File: src/zx_config.svh
// Spectrum bus configuration
`ifndef ZX_CONFIG_SVH
`define ZX_CONFIG_SVH

// ============================================================
// Bus widths
// ============================================================
`define ZX_ADDR_W     16
`define ZX_DATA_W     8
// 4-bit bank above a 14-bit offset
`define ZX_MEM_ADDR_W 18

// ============================================================
// Fixed banks and idle bus value
// ============================================================
// ROM 0, ROM 1 follows it
`define ZX_BANK_ROM0   4'd8
`define ZX_BANK_SCREEN 4'd5
`define ZX_BANK_MID    4'd2
// Value seen on unclaimed I/O reads
`define ZX_IDLE_DATA   8'hFF

`endif
File: src/zx_pkg.sv
// Spectrum bus types
package zx_pkg;

	// ============================================================
	// Banks of the flat memory
	// ============================================================

	// 0..7 are RAM, 8..9 are ROM
	typedef logic [3:0] zx_bank_t;

	// ============================================================
	// Paging state
	// ============================================================

	// Contents of port 7FFD as seen by the memory map
	typedef struct packed {
		// Bank at C000-FFFF
		logic [2:0] ram_page;
		// ROM number at 0000-3FFF
		logic       rom_sel;
		// Screen page, for the video side
		logic       scr_page;
		// Paging disabled until reset
		logic       locked;
	} zx_page_state_t;

endpackage

File: src/zx_bus_if.sv
// Decoded CPU bus
`include "zx_config.svh"

interface zx_bus_if;

	// Copies of the raw CPU bus
	logic [`ZX_ADDR_W-1:0] addr;
	logic [`ZX_DATA_W-1:0] wdata;

	// Memory cycle levels
	logic mem_rd;
	logic mem_wr;

	// I/O read level, interrupt acknowledge excluded
	logic io_rd;

	// One cycle at the start of an I/O write
	logic io_wr_pulse;

	modport source (
		output addr, wdata, mem_rd, mem_wr, io_rd, io_wr_pulse
	);

	modport sink (
		input addr, wdata, mem_rd, mem_wr, io_rd, io_wr_pulse
	);

endinterface

File: src/zx_bus_top.sv
// Spectrum 128K bus logic top
`include "zx_config.svh"

module zx_bus_top (
	input  logic                      clk_sys,
	input  logic                      reset,
	input  logic                      model_48,
	// CPU bus, active high strobes
	input  logic [`ZX_ADDR_W-1:0]     addr,
	input  logic [`ZX_DATA_W-1:0]     cpu_dout,
	input  logic                      mreq,
	input  logic                      iorq,
	input  logic                      rd,
	input  logic                      wr,
	input  logic                      m1,
	output logic [`ZX_DATA_W-1:0]     cpu_din,
	// Keyboard and tape
	input  logic [4:0]                key_data,
	input  logic                      tape_in,
	// Flat memory
	output logic [`ZX_MEM_ADDR_W-1:0] ram_addr,
	output logic                      ram_rd,
	output logic                      ram_we,
	input  logic [`ZX_DATA_W-1:0]     ram_dout,
	// ULA outputs
	output logic [2:0]                border_color,
	output logic                      ear_out,
	output logic                      mic_out
);

	import zx_pkg::*;

	zx_page_state_t page_state;

	zx_bus_if bus ();

	zx_bus_decode u_decode (
		.clk_sys  (clk_sys),
		.reset    (reset),
		.addr     (addr),
		.cpu_dout (cpu_dout),
		.mreq     (mreq),
		.iorq     (iorq),
		.rd       (rd),
		.wr       (wr),
		.m1       (m1),
		.bus      (bus.source)
	);

	zx_page_regs u_page_regs (
		.clk_sys    (clk_sys),
		.reset      (reset),
		.model_48   (model_48),
		.bus        (bus.sink),
		.page_state (page_state)
	);

	zx_mem_map u_mem_map (
		.bus        (bus.sink),
		.page_state (page_state),
		.ram_addr   (ram_addr),
		.ram_rd     (ram_rd),
		.ram_we     (ram_we)
	);

	zx_ula u_ula (
		.clk_sys      (clk_sys),
		.reset        (reset),
		.bus          (bus.sink),
		.key_data     (key_data),
		.tape_in      (tape_in),
		.ram_dout     (ram_dout),
		.border_color (border_color),
		.ear_out      (ear_out),
		.mic_out      (mic_out),
		.cpu_din      (cpu_din)
	);

endmodule

File: src/zx_ula.sv
// ULA port and CPU read data
`include "zx_config.svh"

module zx_ula (
	input  logic                  clk_sys,
	input  logic                  reset,
	zx_bus_if.sink                bus,
	input  logic [4:0]            key_data,
	input  logic                  tape_in,
	input  logic [`ZX_DATA_W-1:0] ram_dout,
	output logic [2:0]            border_color,
	output logic                  ear_out,
	output logic                  mic_out,
	output logic [`ZX_DATA_W-1:0] cpu_din
);

	logic ula_port;

	// Any even port address reaches the ULA
	assign ula_port = ~bus.addr[0];

	// ============================================================
	// Port FE write latch
	// ============================================================
	always_ff @(posedge clk_sys) begin
		if (reset) begin
			border_color <= 3'd0;
			mic_out      <= 1'b0;
			ear_out      <= 1'b0;
		end else if (bus.io_wr_pulse && ula_port) begin
			border_color <= bus.wdata[2:0];
			mic_out      <= bus.wdata[3];
			ear_out      <= bus.wdata[4];
		end
	end

	// ============================================================
	// CPU read data
	// ============================================================
	always_comb begin
		if (bus.mem_rd) begin
			cpu_din = ram_dout;
		end else if (bus.io_rd && ula_port) begin
			// Keyboard row in the low bits, tape on bit 6
			cpu_din = {1'b1, ~tape_in, 1'b1, key_data};
		end else begin
			// Floating bus
			cpu_din = `ZX_IDLE_DATA;
		end
	end

endmodule

File: src/zx_mem_map.sv
// CPU to flat memory mapping
`include "zx_config.svh"

module zx_mem_map (
	zx_bus_if.sink                    bus,
	input  zx_pkg::zx_page_state_t    page_state,
	output logic [`ZX_MEM_ADDR_W-1:0] ram_addr,
	output logic                      ram_rd,
	output logic                      ram_we
);

	import zx_pkg::*;

	zx_bank_t bank;
	logic     rom_quarter;

	// ============================================================
	// Bank select and strobes
	// ============================================================
	always_comb begin
		rom_quarter = (bus.addr[15:14] == 2'b00);

		case (bus.addr[15:14])
			// ROM 0 or ROM 1
			2'b00:   bank = `ZX_BANK_ROM0 + {3'b000, page_state.rom_sel};
			// Screen bank, fixed
			2'b01:   bank = `ZX_BANK_SCREEN;
			2'b10:   bank = `ZX_BANK_MID;
			// Paged RAM
			default: bank = {1'b0, page_state.ram_page};
		endcase

		ram_addr = {bank, bus.addr[13:0]};
		ram_rd   = bus.mem_rd;

		// ROM is write protected
		ram_we = bus.mem_wr & ~rom_quarter;
	end

endmodule

File: src/zx_page_regs.sv
// 128K paging register
`include "zx_config.svh"

module zx_page_regs (
	input  logic                   clk_sys,
	input  logic                   reset,
	input  logic                   model_48,
	zx_bus_if.sink                 bus,
	output zx_pkg::zx_page_state_t page_state
);

	import zx_pkg::*;

	// Fixed 48K layout, ROM 1 and no paging
	localparam zx_page_state_t page_48k = '{
		ram_page: 3'd0,
		rom_sel:  1'b1,
		scr_page: 1'b0,
		locked:   1'b1
	};

	zx_page_state_t state_q;
	logic           port_7ffd;
	logic           page_wr;

	// ============================================================
	// Port 7FFD decode
	// ============================================================

	// Partial decode, A15 and A1 low
	assign port_7ffd = ~bus.addr[15] & ~bus.addr[1];

	// Lock and 48K mode both block the write
	assign page_wr = bus.io_wr_pulse & port_7ffd & ~state_q.locked & ~model_48;

	// ============================================================
	// Register
	// ============================================================
	always_ff @(posedge clk_sys) begin
		if (reset) begin
			state_q.ram_page <= 3'd0;
			state_q.scr_page <= 1'b0;
			state_q.rom_sel  <= model_48;
			state_q.locked   <= model_48;
		end else if (page_wr) begin
			state_q.ram_page <= bus.wdata[2:0];
			state_q.scr_page <= bus.wdata[3];
			state_q.rom_sel  <= bus.wdata[4];
			// Only reset clears the lock again
			state_q.locked   <= bus.wdata[5];
		end
	end

	// Model input may change without a reset in between
	assign page_state = model_48 ? page_48k : state_q;

	// Once locked, nothing but reset touches the paging state
	locked_stable: assert property (@(posedge clk_sys) disable iff (reset)
		state_q.locked |=> $stable(state_q))
		else $error("paging state changed while locked");

endmodule

File: src/zx_bus_decode.sv
// CPU strobe decoder
`include "zx_config.svh"

module zx_bus_decode (
	input  logic                  clk_sys,
	input  logic                  reset,
	input  logic [`ZX_ADDR_W-1:0] addr,
	input  logic [`ZX_DATA_W-1:0] cpu_dout,
	input  logic                  mreq,
	input  logic                  iorq,
	input  logic                  rd,
	input  logic                  wr,
	input  logic                  m1,
	zx_bus_if.source              bus
);

	logic io_wr_lvl;
	logic io_wr_prev;

	assign bus.addr  = addr;
	assign bus.wdata = cpu_dout;

	// ============================================================
	// Cycle levels
	// ============================================================
	assign bus.mem_rd = mreq & rd;
	assign bus.mem_wr = mreq & wr;

	// IORQ with M1 is an interrupt acknowledge, not a port access
	assign bus.io_rd = iorq & rd & ~m1;
	assign io_wr_lvl = iorq & wr & ~m1;

	// ============================================================
	// Write pulse, first cycle of the level only
	// ============================================================
	always_ff @(posedge clk_sys) begin
		if (reset) begin
			io_wr_prev <= 1'b0;
		end else begin
			io_wr_prev <= io_wr_lvl;
		end
	end

	assign bus.io_wr_pulse = io_wr_lvl & ~io_wr_prev;

	// Z80 never reads and writes memory in one cycle
	mem_rd_wr_excl: assert property (@(posedge clk_sys) disable iff (reset)
		!(bus.mem_rd && bus.mem_wr))
		else $error("memory read and write strobes high together");

endmodule

File: config.mk
export PLATFORM = sky130hd
export DESIGN_NAME = zx_bus_top
export DESIGN_NICKNAME = d
export VERILOG_FILES = /design/src/zx_pkg.sv /design/src/zx_bus_if.sv /design/src/zx_bus_top.sv /design/src/zx_ula.sv /design/src/zx_mem_map.sv /design/src/zx_page_regs.sv /design/src/zx_bus_decode.sv
export VERILOG_INCLUDE_DIRS = /design/src
export SDC_FILE = /design/constraint.sdc
export NUM_CORES = 1
export LEC_CHECK = 0
export ABC_AREA = 1
export CORE_UTILIZATION = 45
export CTS_BUF_LIST = sky130_fd_sc_hd__clkbuf_16
export DETAILED_ROUTE_END_ITERATION = 6
export DONT_BUFFER_PORTS = 1
export GPL_TIMING_DRIVEN = 0
export PLACE_DENSITY = 0.61
export SLEW_MARGIN = 5
export SYNTH_ARGS = -nofsm -noshare
export SYNTH_HDL_FRONTEND = slang
export SYNTH_SLANG_ARGS = --single-unit
File: constraint.sdc
create_clock -name clk_sys -period 1.6 [get_ports clk_sys]
set_input_delay 0.32 -clock clk_sys [delete_from_list [all_inputs] [get_ports clk_sys]]
set_output_delay 0.32 -clock clk_sys [all_outputs]
set_load 0.01 [all_outputs]
Yosys cells after proc, flatten, opt, wreduce, memory -nomap -nowiden
Index checks and enable logic that the tools add are counted.
{ "op_classes": {"addsub": 1, "eq_ne": 2, "mux": 6, "bitwise": 21, "n_reduce_logical": 4} }
{ "op_table": {"columns": ["op", "count"], "rows": [
  ["1-bit AND", 12],
  ["4-bit one-hot mux with 3 select lines", 1],
  ["1-bit NOT", 9],
  ["8-bit two-way mux", 1],
  ["7-bit two-way mux", 1],
  ["3-bit two-way mux", 2],
  ["6-bit two-way mux", 1],
  ["4-bit by 1-bit adder with 4-bit output, first input constant", 1],
  ["2-bit by 1-bit equality test with 1-bit output, second input constant", 1],
  ["2-bit equality test, second input constant", 1],
  ["1-bit logical AND", 2],
  ["2-bit zero test", 1],
  ["2-bit nonzero test", 1]
]} }
{ "word_totals": {"ff_bits": 12, "out_inout_bits": 33, "elab_cells": 42} }

Depth between registers and ports, before layout
Gate-level depths: netlist of run 1.
{ "depth": {"ltp_word": 8, "ltp_mapped": 6} }

Cells and area by module
Synthesis of run 1 repeated with hierarchy kept, for this count alone.
{ "hier_totals": {"hier_cells": 172, "area_unflattened_um2": 1079.8} }
{ "by_module_without_submodules": {"columns": ["mod", "instances", "cells_per_inst", "area_per_inst_um2", "seq_area_each_um2"], "rows": [
  ["zx_page_regs", 1, 53, 355.3, 140.1],
  ["zx_ula", 1, 58, 327.8, 100.1],
  ["zx_bus_decode", 1, 34, 236.5, 20.0],
  ["zx_mem_map", 1, 27, 160.2, 0.0]
]} }

Worst setup path before layout of run 1
Ideal clock, no wire load.
{ "synth_path": {"path_kind": "input port to output port", "start": "input mreq", "end": "output cpu_din[0]", "arrival_time_ns": 0.871, "slack_ns": 0.409, "stages": 4, "path_cell_list": "nand2_2 inv_1 nor2_1 a21oi_1"} }
{ "synth_between": {"elab_chain_cells": 2} }
{ "synth_lines": {"columns": ["item", "line_no", "source"], "rows": [
  ["start, declared", "zx_bus_top.sv:11", "input logic mreq,"],
  ["1-bit AND", "zx_bus_decode.sv:26", "assign bus.mem_rd = mreq & rd;"],
  ["via ram_rd", "zx_bus_top.sv:22", "output logic ram_rd,"],
  ["8-bit two-way mux", "zx_ula.sv:41", "if (bus.mem_rd) begin"],
  ["end, declared", "zx_bus_top.sv:16", "output logic [`ZX_DATA_W-1:0] cpu_din,"]
]} }
The timed path passes the listed nets, and every way through them passes these cells.

Final worst setup path of run 1
{ "layout_path": {"start": "input mreq", "end": "output cpu_din[3]"} }
The elaborated chain is that of the path after synthesis.

==> results of run 1 <==
stage by stage:
stage	power, mW	hold slack, ns	instance area, um^2	setup WS, ns
global route	0.894	0.151	912	0.241
floorplan	0.410	0.397	803	0.409
finish	0.862	0.154	912	0.315
global placement	0.422	0.398	833	0.324
CTS	0.870	0.153	912	0.315
detailed placement	0.425	0.401	833	0.316
metal layers:
metal	share of wire	up-vias
met5	0	-
met2	0.53	53
met3	0.13	2
li1	-	382
met1	0.34	314
met4	0.0068	0
where the power goes:
| group | leakage (nW) | total [mW] | switching [mW] | internal, mW |
|---|---|---|---|---|
| logic | 0.305 | 0.121 | 0.0728 | 0.0480 |
| clock network | 0.0423 | 0.442 | 0.115 | 0.327 |
| registers | 0.0936 | 0.299 | 0.00678 | 0.293 |
| total | 0.441 | 0.862 | 0.194 | 0.668 |
area by class of cell:
class | instances | area (um^2)
Buffer | 15 | 109
Clock buffer | 3 | 75.1
Clock inverter | 1 | 3.75
Fill cell | 138 | 682
Inverter | 17 | 63.8
Multi-Input combinational cell | 83 | 390
Sequential cell | 11 | 240
Tap cell | 24 | 30.0
sequential cells by signal (all words and copies together) (netlist names):
register and flops:
u_ula.mic_out 1, u_ula.ear_out 1, u_page_regs.state_q 5, u_ula.border_color 3
u_decode.io_wr_prev 1
cells by family (layout without fill, tap and decap cells):
| logic type | Yosys count | after routing | synth area share |
|---|---|---|---|
| and+or+nand+nor | 70 | 70 | 0.403 |
| DFF | 11 | 11 | 0.299 |
| AOI/OAI and AO/OA | 13 | 13 | 0.0826 |
| buffers and inverters | 32 | 36 | 0.215 |
final timing paths:
| check | startpoint | to | slack (ns) | cells past startpoint |
|---|---|---|---|---|
| setup / recovery | mreq | cpu_din[3] | 0.32 | 4 |
| hold / removal | reset | u_decode.io_wr_prev | 0.15 | 1 |
| hold reg to reg | u_page_regs.state_q[5] | u_page_regs.state_q[5] | 0.48 | 2 |
| setup reg to reg | u_page_regs.state_q[0] | u_page_regs.state_q[0] | 0.39 | 5 |
cell usage in the layout (no fill, tap or decap):
| cell | netlist | routed |
|---|---|---|
| nand2_1 | 25 | 25 |
| clkbuf_1 | 1 | 1 |
| clkbuf_16 | 0 | 3 |
| nand3_1 | 4 | 4 |
| o21ai_1 | 2 | 2 |
| nor2_4 | 1 | 1 |
| nand3_4 | 1 | 1 |
| nor3_1 | 1 | 1 |
| edfxtp_1 | 2 | 2 |
| nor3_2 | 1 | 1 |
| nor2_2 | 2 | 2 |
| dfxtp_1 | 9 | 9 |
| nor2_1 | 30 | 30 |
| nor3_4 | 1 | 1 |
| inv_1 | 17 | 18 |
| nand2_2 | 2 | 2 |
| a31oi_1 | 1 | 1 |
| a21oi_1 | 9 | 9 |
| buf_4 | 14 | 14 |
| o21ai_0 | 1 | 1 |
| or2_2 | 2 | 2 |
worst reg2reg max path, cell delays in order, from the launching register on:
cell and delay (ns):
edfxtp_1 0.38, inv_1 0.08, nand2_1 0.07, nor2_2 0.16
nand2_1 0.11, nand2_1 0.12
==> out/summary.txt, run 1 <==
Outcome: complete, but fails checks
Failing checks: DRC
GRT Max-Usage Layer: met2
# diodes: 0
DR iter-0 viols: 24
CP max stage cell: a21oi_1
CTS tree: built
Period utilisation layout: 0.803
Most used DFF post-synth: dfxtp_1
Post-layout instance count excluding filler cells: 154
Clock buffer count from CTS: 3
CTS clk-pin slew, worst paths: 0.04 ns
Pwr/cell area: 945 mW/mm^2
Final Max Tran Viols: 0
Clock skew: 0.00343 ns
Grt met1 use: 0.169
EDFF count, synth: 2
Placed cell count: 150
# IOs: 79
Pleak: 0.441 nW
Total GRT Usage: 0.182
Total nets after synthesis: 172
Slew headroom: 0.720
Max Cap Viol: 0
Max VDD drop: 617 uV
Post-synth cell types: 20
Die Y: 44.3 um
Final Setup Violations: 0
Worst hold-check path type: input pin to flop
Postcts setup bufs: 0
DRC: 8
Rows: 14
CTS resizes: 0
Fin. Hold Viols: 0
Req. time, crit path: 1.28 ns
Cell count after synthesis: 126
Initial antenna violation count: 0
CP Data Arrival Time: 0.96 ns
Core area: 0.00159 mm^2
Post-layout net count: 177
CP endpoint kind: output port
Wirelength, routed: 1760 um
Chip width: 44.3 um
Antenna-violating nets left: 0
Crit-path max FO: 10
#FFs+latches synth: 11
Period minus WS final: 1.28 ns
GRT met3 Usage: 0.0612
Synth area leader: dfxtp_1
Layout cells sized above 1: 0.208
PortBufs: 0
Synth Area per Inst: 6.38 um^2
RSZ-0062 raised after global routing: no
1st-pass router iterations: 6
Vias/cell: 4.88
Yosys warnings: 0
Area grow syn2layout: 13.6%
Largest net degree at the start of global routing: 11
Sequential share of the synthesized area: 0.299
Synth top area cells: dfxtp_1 (22%), nor2_1 (14%), buf_4 (13%), nand2_1 (12%), inv_1 (7.9%)
Worst Tran Pin Value: 0.421 ns
FMAX: 778 MHz
Die area: 0.00196 mm^2
Util after Layout: 0.572
CTS sink cnt: 11
Initial Utilization: 0.504
CTS Buffer Depth: 2
Worst skew pair latency: 0.23 ns
Total gr overflow: 0
Global-route wire length before repair: 2620 um
Number of H-tree levels: 1
Met2 Usage GRT: 0.365
Mapped Area: 803 um^2
Crit path cell chain: nand2_2, inv_1, nor2_1, a21oi_1
Setup_tns: 0 ns
Bufs and invs on worst path: 1
Vias in the first global route: 647
Top post-synthesis cells by count: nor2_1 (30), nand2_1 (25), inv_1 (17), buf_4 (14)
Crit Path Class: input pin to output port
CP Launch Type: input pin
Per-cell routed wire length: 11.4 um
Most frequent cell after synthesis: nor2_1
Hold Buf Count CTS: 0
Slowest stage delay, CP: 0.27 ns
HPWL Detailed: 1430 um
Top delay family on crit path: compound AO/OA/AOI/OAI gates
Async SR Flop Fraction: 0
Root Buffer: clkbuf_16
Via count: 751
Synth top area share: 0.224
GP Congestion: 0.764
(Power assumes the default switching activity.)
==> inputs of run 2 (changes only) <==
- ABC_AREA: 1 -> 0
- PLACE_DENSITY: 0.61 -> 0.63
- clock period: 1.6 -> 1.04 ns (I/O delays scaled with it)
==> run 2 against run 1 <==
Effect of this change: the run ends with setup timing left; global-route usage shrank 0.097 points; worst setup slack lost 1.0 ns; first-iteration DRC count shrank 50%; synthesized cell count shrank 33%; count of clock-buffer cells in the layout is the same; sequential share of layout area shrank 1.0 points; sequential power grew 51%; die area shrank 7.6%; critical path type is now flop to flop.
==> out/summary.txt, run 2 <==
Switch Pwr: 0.280 mW
Number of H-tree levels: 1
Hold_sp: m1
Top delay family on crit path: simple AND/OR/NAND/NOR gates
Final worst slack: -0.697 ns
RSZ-0062 raised after global routing: yes
Max FFs per register: 5
DRC: 0
Clock buffer count from CTS: 3
Total gr overflow: 0
CTS Buffer Depth: 2
Clock Power Share: 0.523
Per-cell routed wire length: 15.2 um
Die area: 0.00181 mm^2
Synth Area per Inst: 8.80 um^2
Post-synth cell types: 21
Largest reg by FF count: u_page_regs.state_q
Crit path cell chain: or4_4, or4_4, or2b_1
Max Cap Viol: 0
HPWL Detailed: 1160 um
Top post-synthesis cells by count: nand2b_1 (16), buf_4 (14), dfxtp_1 (9), mux2i_1 (8)
Most used DFF post-synth: dfxtp_1
Vias in the first global route: 573
DR iter-0 viols: 12
Chip width: 42.5 um
Slew headroom: 0.747
Root Buffer: clkbuf_16
Int Pwr: 1.04 mW
Worst hold-check path type: input pin to flop
Synth area leader: dfxtp_1
CTS clk-pin slew, worst paths: 0.04 ns
Post-DP Area: 779 um^2
PortBufs: 0
Worst Tran Pin Value: 0.378 ns
Mapped Area: 739 um^2
Final Setup Violations: 17
Period utilisation layout: 1.67
Crit Path Class: flop to flop
Util after Layout: 0.642
CP Launch Type: flop
# diodes: 0
Req. time, crit path: 0.99 ns
Combinational power share: 0.136
Core area: 0.00152 mm^2
Max VDD drop: 1130 uV
Vias/cell: 5.73
Crit-path max FO: 3
Most frequent cell after synthesis: nand2b_1
Hold Crit Depth: 1
Area grow syn2layout: 32.3%
Most used cell along the critical path: or4_4
Synth top area cells: dfxtp_1 (24%), buf_4 (14%), nand2b_1 (14%), mux2i_1 (11%), edfxtp_1 (8.1%)
Worst r2r path cells: 3
Fin area: 978 um^2
Wirelength, routed: 1680 um
Async SR Flop Fraction: 0
Final Max Tran Viols: 0
Pleak: 0.395 nW
Bufs and invs on worst path: 0
Worst skew pair latency: 0.24 ns
R2R Path End: u_page_regs.state_q[2]
Outcome: complete, but fails checks
Die Y: 42.5 um
CP max stage cell: or4_4
Top flop regs: u_page_regs.state_q x5, u_ula.border_color x3
FMAX: 576 MHz
EDFF count, synth: 2
Total nets after synthesis: 130
Pwr/cell area: 1350 mW/mm^2
Initial antenna violation count: 0
Worst r2r src: u_page_regs.state_q[0]
Critical Path Source: u_page_regs.state_q[0]
CTS tree: built
Sequential share of the synthesized area: 0.325
Rows: 14
Worst hold endpoint: u_decode.io_wr_prev
CP Data Arrival Time: 1.68 ns
Slowest stage delay, CP: 0.45 ns
Commonest cells after routing, fill and taps aside: buf_4 (18), nand2b_1 (16), mux2i_1 (8)
Failing checks: setup timing
Clock skew: 0.00164 ns
Flop pwr share: 0.341
Hold WS: 0.0341 ns
CP endpoint kind: flop
CTS sink cnt: 11
Setup_tns: -4.88 ns
Via count: 630
Setup slack, reg-to-reg: -0.70 ns
Initial Utilization: 0.485
Switching part of the total: 0.212
Tot Pwr: 1.32 mW
Cell count after synthesis: 84
Global-route wire length before repair: 2380 um
#FFs+latches synth: 11
Yosys warnings: 0
Commonest non-fill, non-tap cell in the layout: buf_4
1st-pass router iterations: 4
Period minus WS final: 1.74 ns
Post-layout net count: 141
Synth top area share: 0.244
# IOs: 79
Total GRT Usage: 0.181
Fin. Hold Viols: 0
Largest net degree at the start of global routing: 11
Antenna-violating nets left: 0
Layout cells sized above 1: 0.457
GP Congestion: 0.747
run 2: stage by stage:
| stage | instances | setup WS [ns] |
|---|---|---|
| 6_report | 110 | -0.697 |
| 5_1_grt | 110 | -0.734 |
| 4_1_cts | 109 | -0.668 |
| 3_5_place_dp | 100 | -0.686 |
| 3_3_place_gp | 100 | -0.686 |
| 2_1_floorplan | 84 | -0.627 |
run 2: worst reg2reg max path, delay by kind of cell, from the launching register on:
kind / cells / cell delay, ns
simple gates: 3 / 1.10
flops: 1 / 0.35
run 2: cell families after synthesis:
group                  after synthesis  synth area share
AND/OR/NAND/NOR                     35             0.284
AO/OA/AOI/OAI                       12             0.120
multiplexers                         8             0.108
flip-flops                          11             0.325
buffers and inverters               18             0.162
run 2: how the worst max path moves through the flow:
| stage | endpoint | slack [ns] | depth (start not counted) |
|---|---|---|---|
| 4_1_cts | u_page_regs.state_q[0] | -0.67 | 3 |
| 3_5_place_dp | u_page_regs.state_q[2] | -0.69 | 3 |
| 2_1_floorplan | u_page_regs.state_q[0] | -0.63 | 3 |
| 6_report | u_page_regs.state_q[2] | -0.70 | 3 |
| 3_3_place_gp | u_page_regs.state_q[2] | -0.69 | 3 |
| 5_1_grt | u_page_regs.state_q[2] | -0.73 | 3 |
run 2: cell type report:
cell class | instances | area, um^2
Buffer | 15 | 109
Clock buffer | 3 | 75.1
Clock inverter | 1 | 3.75
Fill cell | 135 | 546
Inverter | 2 | 7.51
Multi-Input combinational cell | 55 | 452
Sequential cell | 11 | 248
Tap cell | 16 | 20.0
Timing Repair Buffer | 7 | 63.8
run 2: routing by layer:
layer | track usage | routed length (um)
met5 | 0 | 0
met3 | 0.0560 | 134
met4 | 0.131 | 28
met1 | 0.192 | 658
met2 | 0.298 | 855
run 2: repair_timing:
action	CTS	global route
pin swaps	10	8
hold buffers	0	0
setup endpoints to repair	20	20
setup buffers	5	2
gates cloned	0	0
resized for setup	22	3
run 2: power groups by stage:
stage / Clock (mW) / Combinational (mW) / Sequential, mW
6_report: 0.691 / 0.180 / 0.452
3_5_place_dp: 0 / 0.156 / 0.461
2_1_floorplan: 0 / 0.142 / 0.460
3_3_place_gp: 0 / 0.153 / 0.461
4_1_cts: 0.699 / 0.178 / 0.452
5_1_grt: 0.730 / 0.192 / 0.452
==> inputs of run 3 (changes only) <==
- PLACE_DENSITY: 0.63 -> 0.7
==> run 3 against run 2 <==
Effect of this change: the flow still finishes with violations (setup timing); design area fell by 1.4%; non-clock buffer count did not move; critical path depth did not move; fmax rose by 2.2%; via count fell by 1.3%; die area did not move; sequential cell count did not move; routed wire length fell by 0.48%; first-iteration DRC count fell by 67%; highest routed layer unchanged; critical endpoint unchanged; hold slack improved by 0.0022 ns.
==> out/summary.txt, run 3 (synthesized netlist as in run 2, its figures left out) <==
Req. time, crit path: 0.99 ns
Worst hold-check path type: input pin to flop
RSZ-0062 raised after global routing: yes
Top flop regs: u_page_regs.state_q x5, u_ula.border_color x3
CP endpoint kind: flop
Global-route wire length before repair: 2090 um
FMAX: 588 MHz
Wirelength, routed: 1670 um
Vias in the first global route: 470
Placed cell count: 100
Commonest cells after routing, fill and taps aside: buf_4 (21), nand2b_1 (16), mux2i_1 (8)
Most used cell along the critical path: or4_4
Crit Path Class: flop to flop
Outcome: complete, but fails checks
Slew headroom: 0.784
CTS clk-pin slew, worst paths: 0.04 ns
GP Congestion: 0.726
Layout cells sized above 1: 0.457
Max FFs per register: 5
Post-layout net count: 141
DRC: 0
Commonest non-fill, non-tap cell in the layout: buf_4
CTS sink cnt: 11
Per-cell routed wire length: 15.2 um
Initial antenna violation count: 0
Antenna-violating nets left: 0
Die Y: 42.5 um
Largest net degree at the start of global routing: 11
CP Data Arrival Time: 1.65 ns
CTS Buffer Depth: 2
Root Buffer: clkbuf_16
PortBufs: 0
Final Max Tran Viols: 0
Largest reg by FF count: u_page_regs.state_q
Die area: 0.00181 mm^2
# IOs: 79
Rows: 14
DR iter-0 viols: 4
Tot Pwr: 1.33 mW
CP max stage cell: or4_4
Clock skew: 0.000825 ns
Failing checks: setup timing
Area grow syn2layout: 30.5%
Total gr overflow: 0
Fin. Hold Viols: 0
Util after Layout: 0.633
Period minus WS final: 1.70 ns
CTS tree: built
Worst Tran Pin Value: 0.324 ns
Via count: 622
Max VDD drop: 1450 uV
Max Cap Viol: 0
Number of H-tree levels: 1
Pwr/cell area: 1380 mW/mm^2
Setup Slack @ Placement: -0.670 ns
# fillers: 126
Pleak: 0.394 nW
Core area: 0.00152 mm^2
Crit path cell chain: or4_4, or4_4, or2b_1
Vias/cell: 5.65
# diodes: 0
Chip width: 42.5 um
Period utilisation layout: 1.63
Crit-path max FO: 2
Hold Buf Count CTS: 0
Final Setup Violations: 17
HPWL Detailed: 1190 um
Slowest stage delay, CP: 0.43 ns
Setup_tns: -4.82 ns
Final worst slack: -0.660 ns
Worst skew pair latency: 0.24 ns
Post-layout instance count excluding filler cells: 110
Clock buffer count from CTS: 3
CP Launch Type: flop
1st-pass router iterations: 3
Initial Utilization: 0.485
Total GRT Usage: 0.163
## run 3: cell count changes in the layout (fill, tap and decap cells not counted)
cell / change
dfxtp_4: -1
buf_4: +3
buf_6: -3
dfxtp_2: +1
## run 3: area by class of cell
type	instances	area [um^2]	share of cell area
Timing Repair Buffer	7	52.6	0.0545
Tap cell	16	20.0	0.0208
Inverter	2	7.51	0.00778
Multi-Input combinational cell	55	452	0.468
Buffer	15	109	0.113
Sequential cell	11	245	0.254
Clock inverter	1	3.75	0.00389
Clock buffer	3	75.1	0.0778
## run 3: stage by stage
stage	hold WS [ns]	area, um^2
5_1_grt	0.0342	965
6_report	0.0364	965
3_5_place_dp	0.283	779
3_3_place_gp	0.281	779
4_1_cts	0.0337	921
2_1_floorplan	0.280	759
## run 3: worst paths after layout
| check | startpoint | slack, ns | to | cells after the start |
|---|---|---|---|---|
| worst max-delay path | u_page_regs.state_q[0] | -0.66 | u_page_regs.state_q[2] | 3 |
| worst min-delay path | m1 | 0.04 | u_decode.io_wr_prev | 1 |
| worst max register to register | u_page_regs.state_q[0] | -0.66 | u_page_regs.state_q[2] | 3 |
| worst min register to register | u_page_regs.state_q[4] | 0.49 | u_page_regs.state_q[4] | 2 |
## run 3: where the power goes
part           switching (mW)  internal [mW]
Combinational          0.0849         0.0906
Sequential            0.00699          0.447
Clock                   0.192          0.505
## run 3: layer usage
layer	track usage	share of wire	wire, um
met3	0.0733	0.087	146
met1	0.215	0.45	753
met2	0.215	0.44	734
met4	0.0938	0.021	35
met5	0	0	0
## run 3: repair_timing
item | 4_1_cts | 5_1_grt
pin swaps | 11 | 5
setup buffers | 4 | 3
gates resized for setup | 14 | 5
setup endpoints to repair | 20 | 20
cloned | 0 | 0
## run 3: critical path: cells and delay by family (launching register included)
kind	cells	cell delay [ns]
DFF	1	0.34
and+or+nand+nor	3	1.07
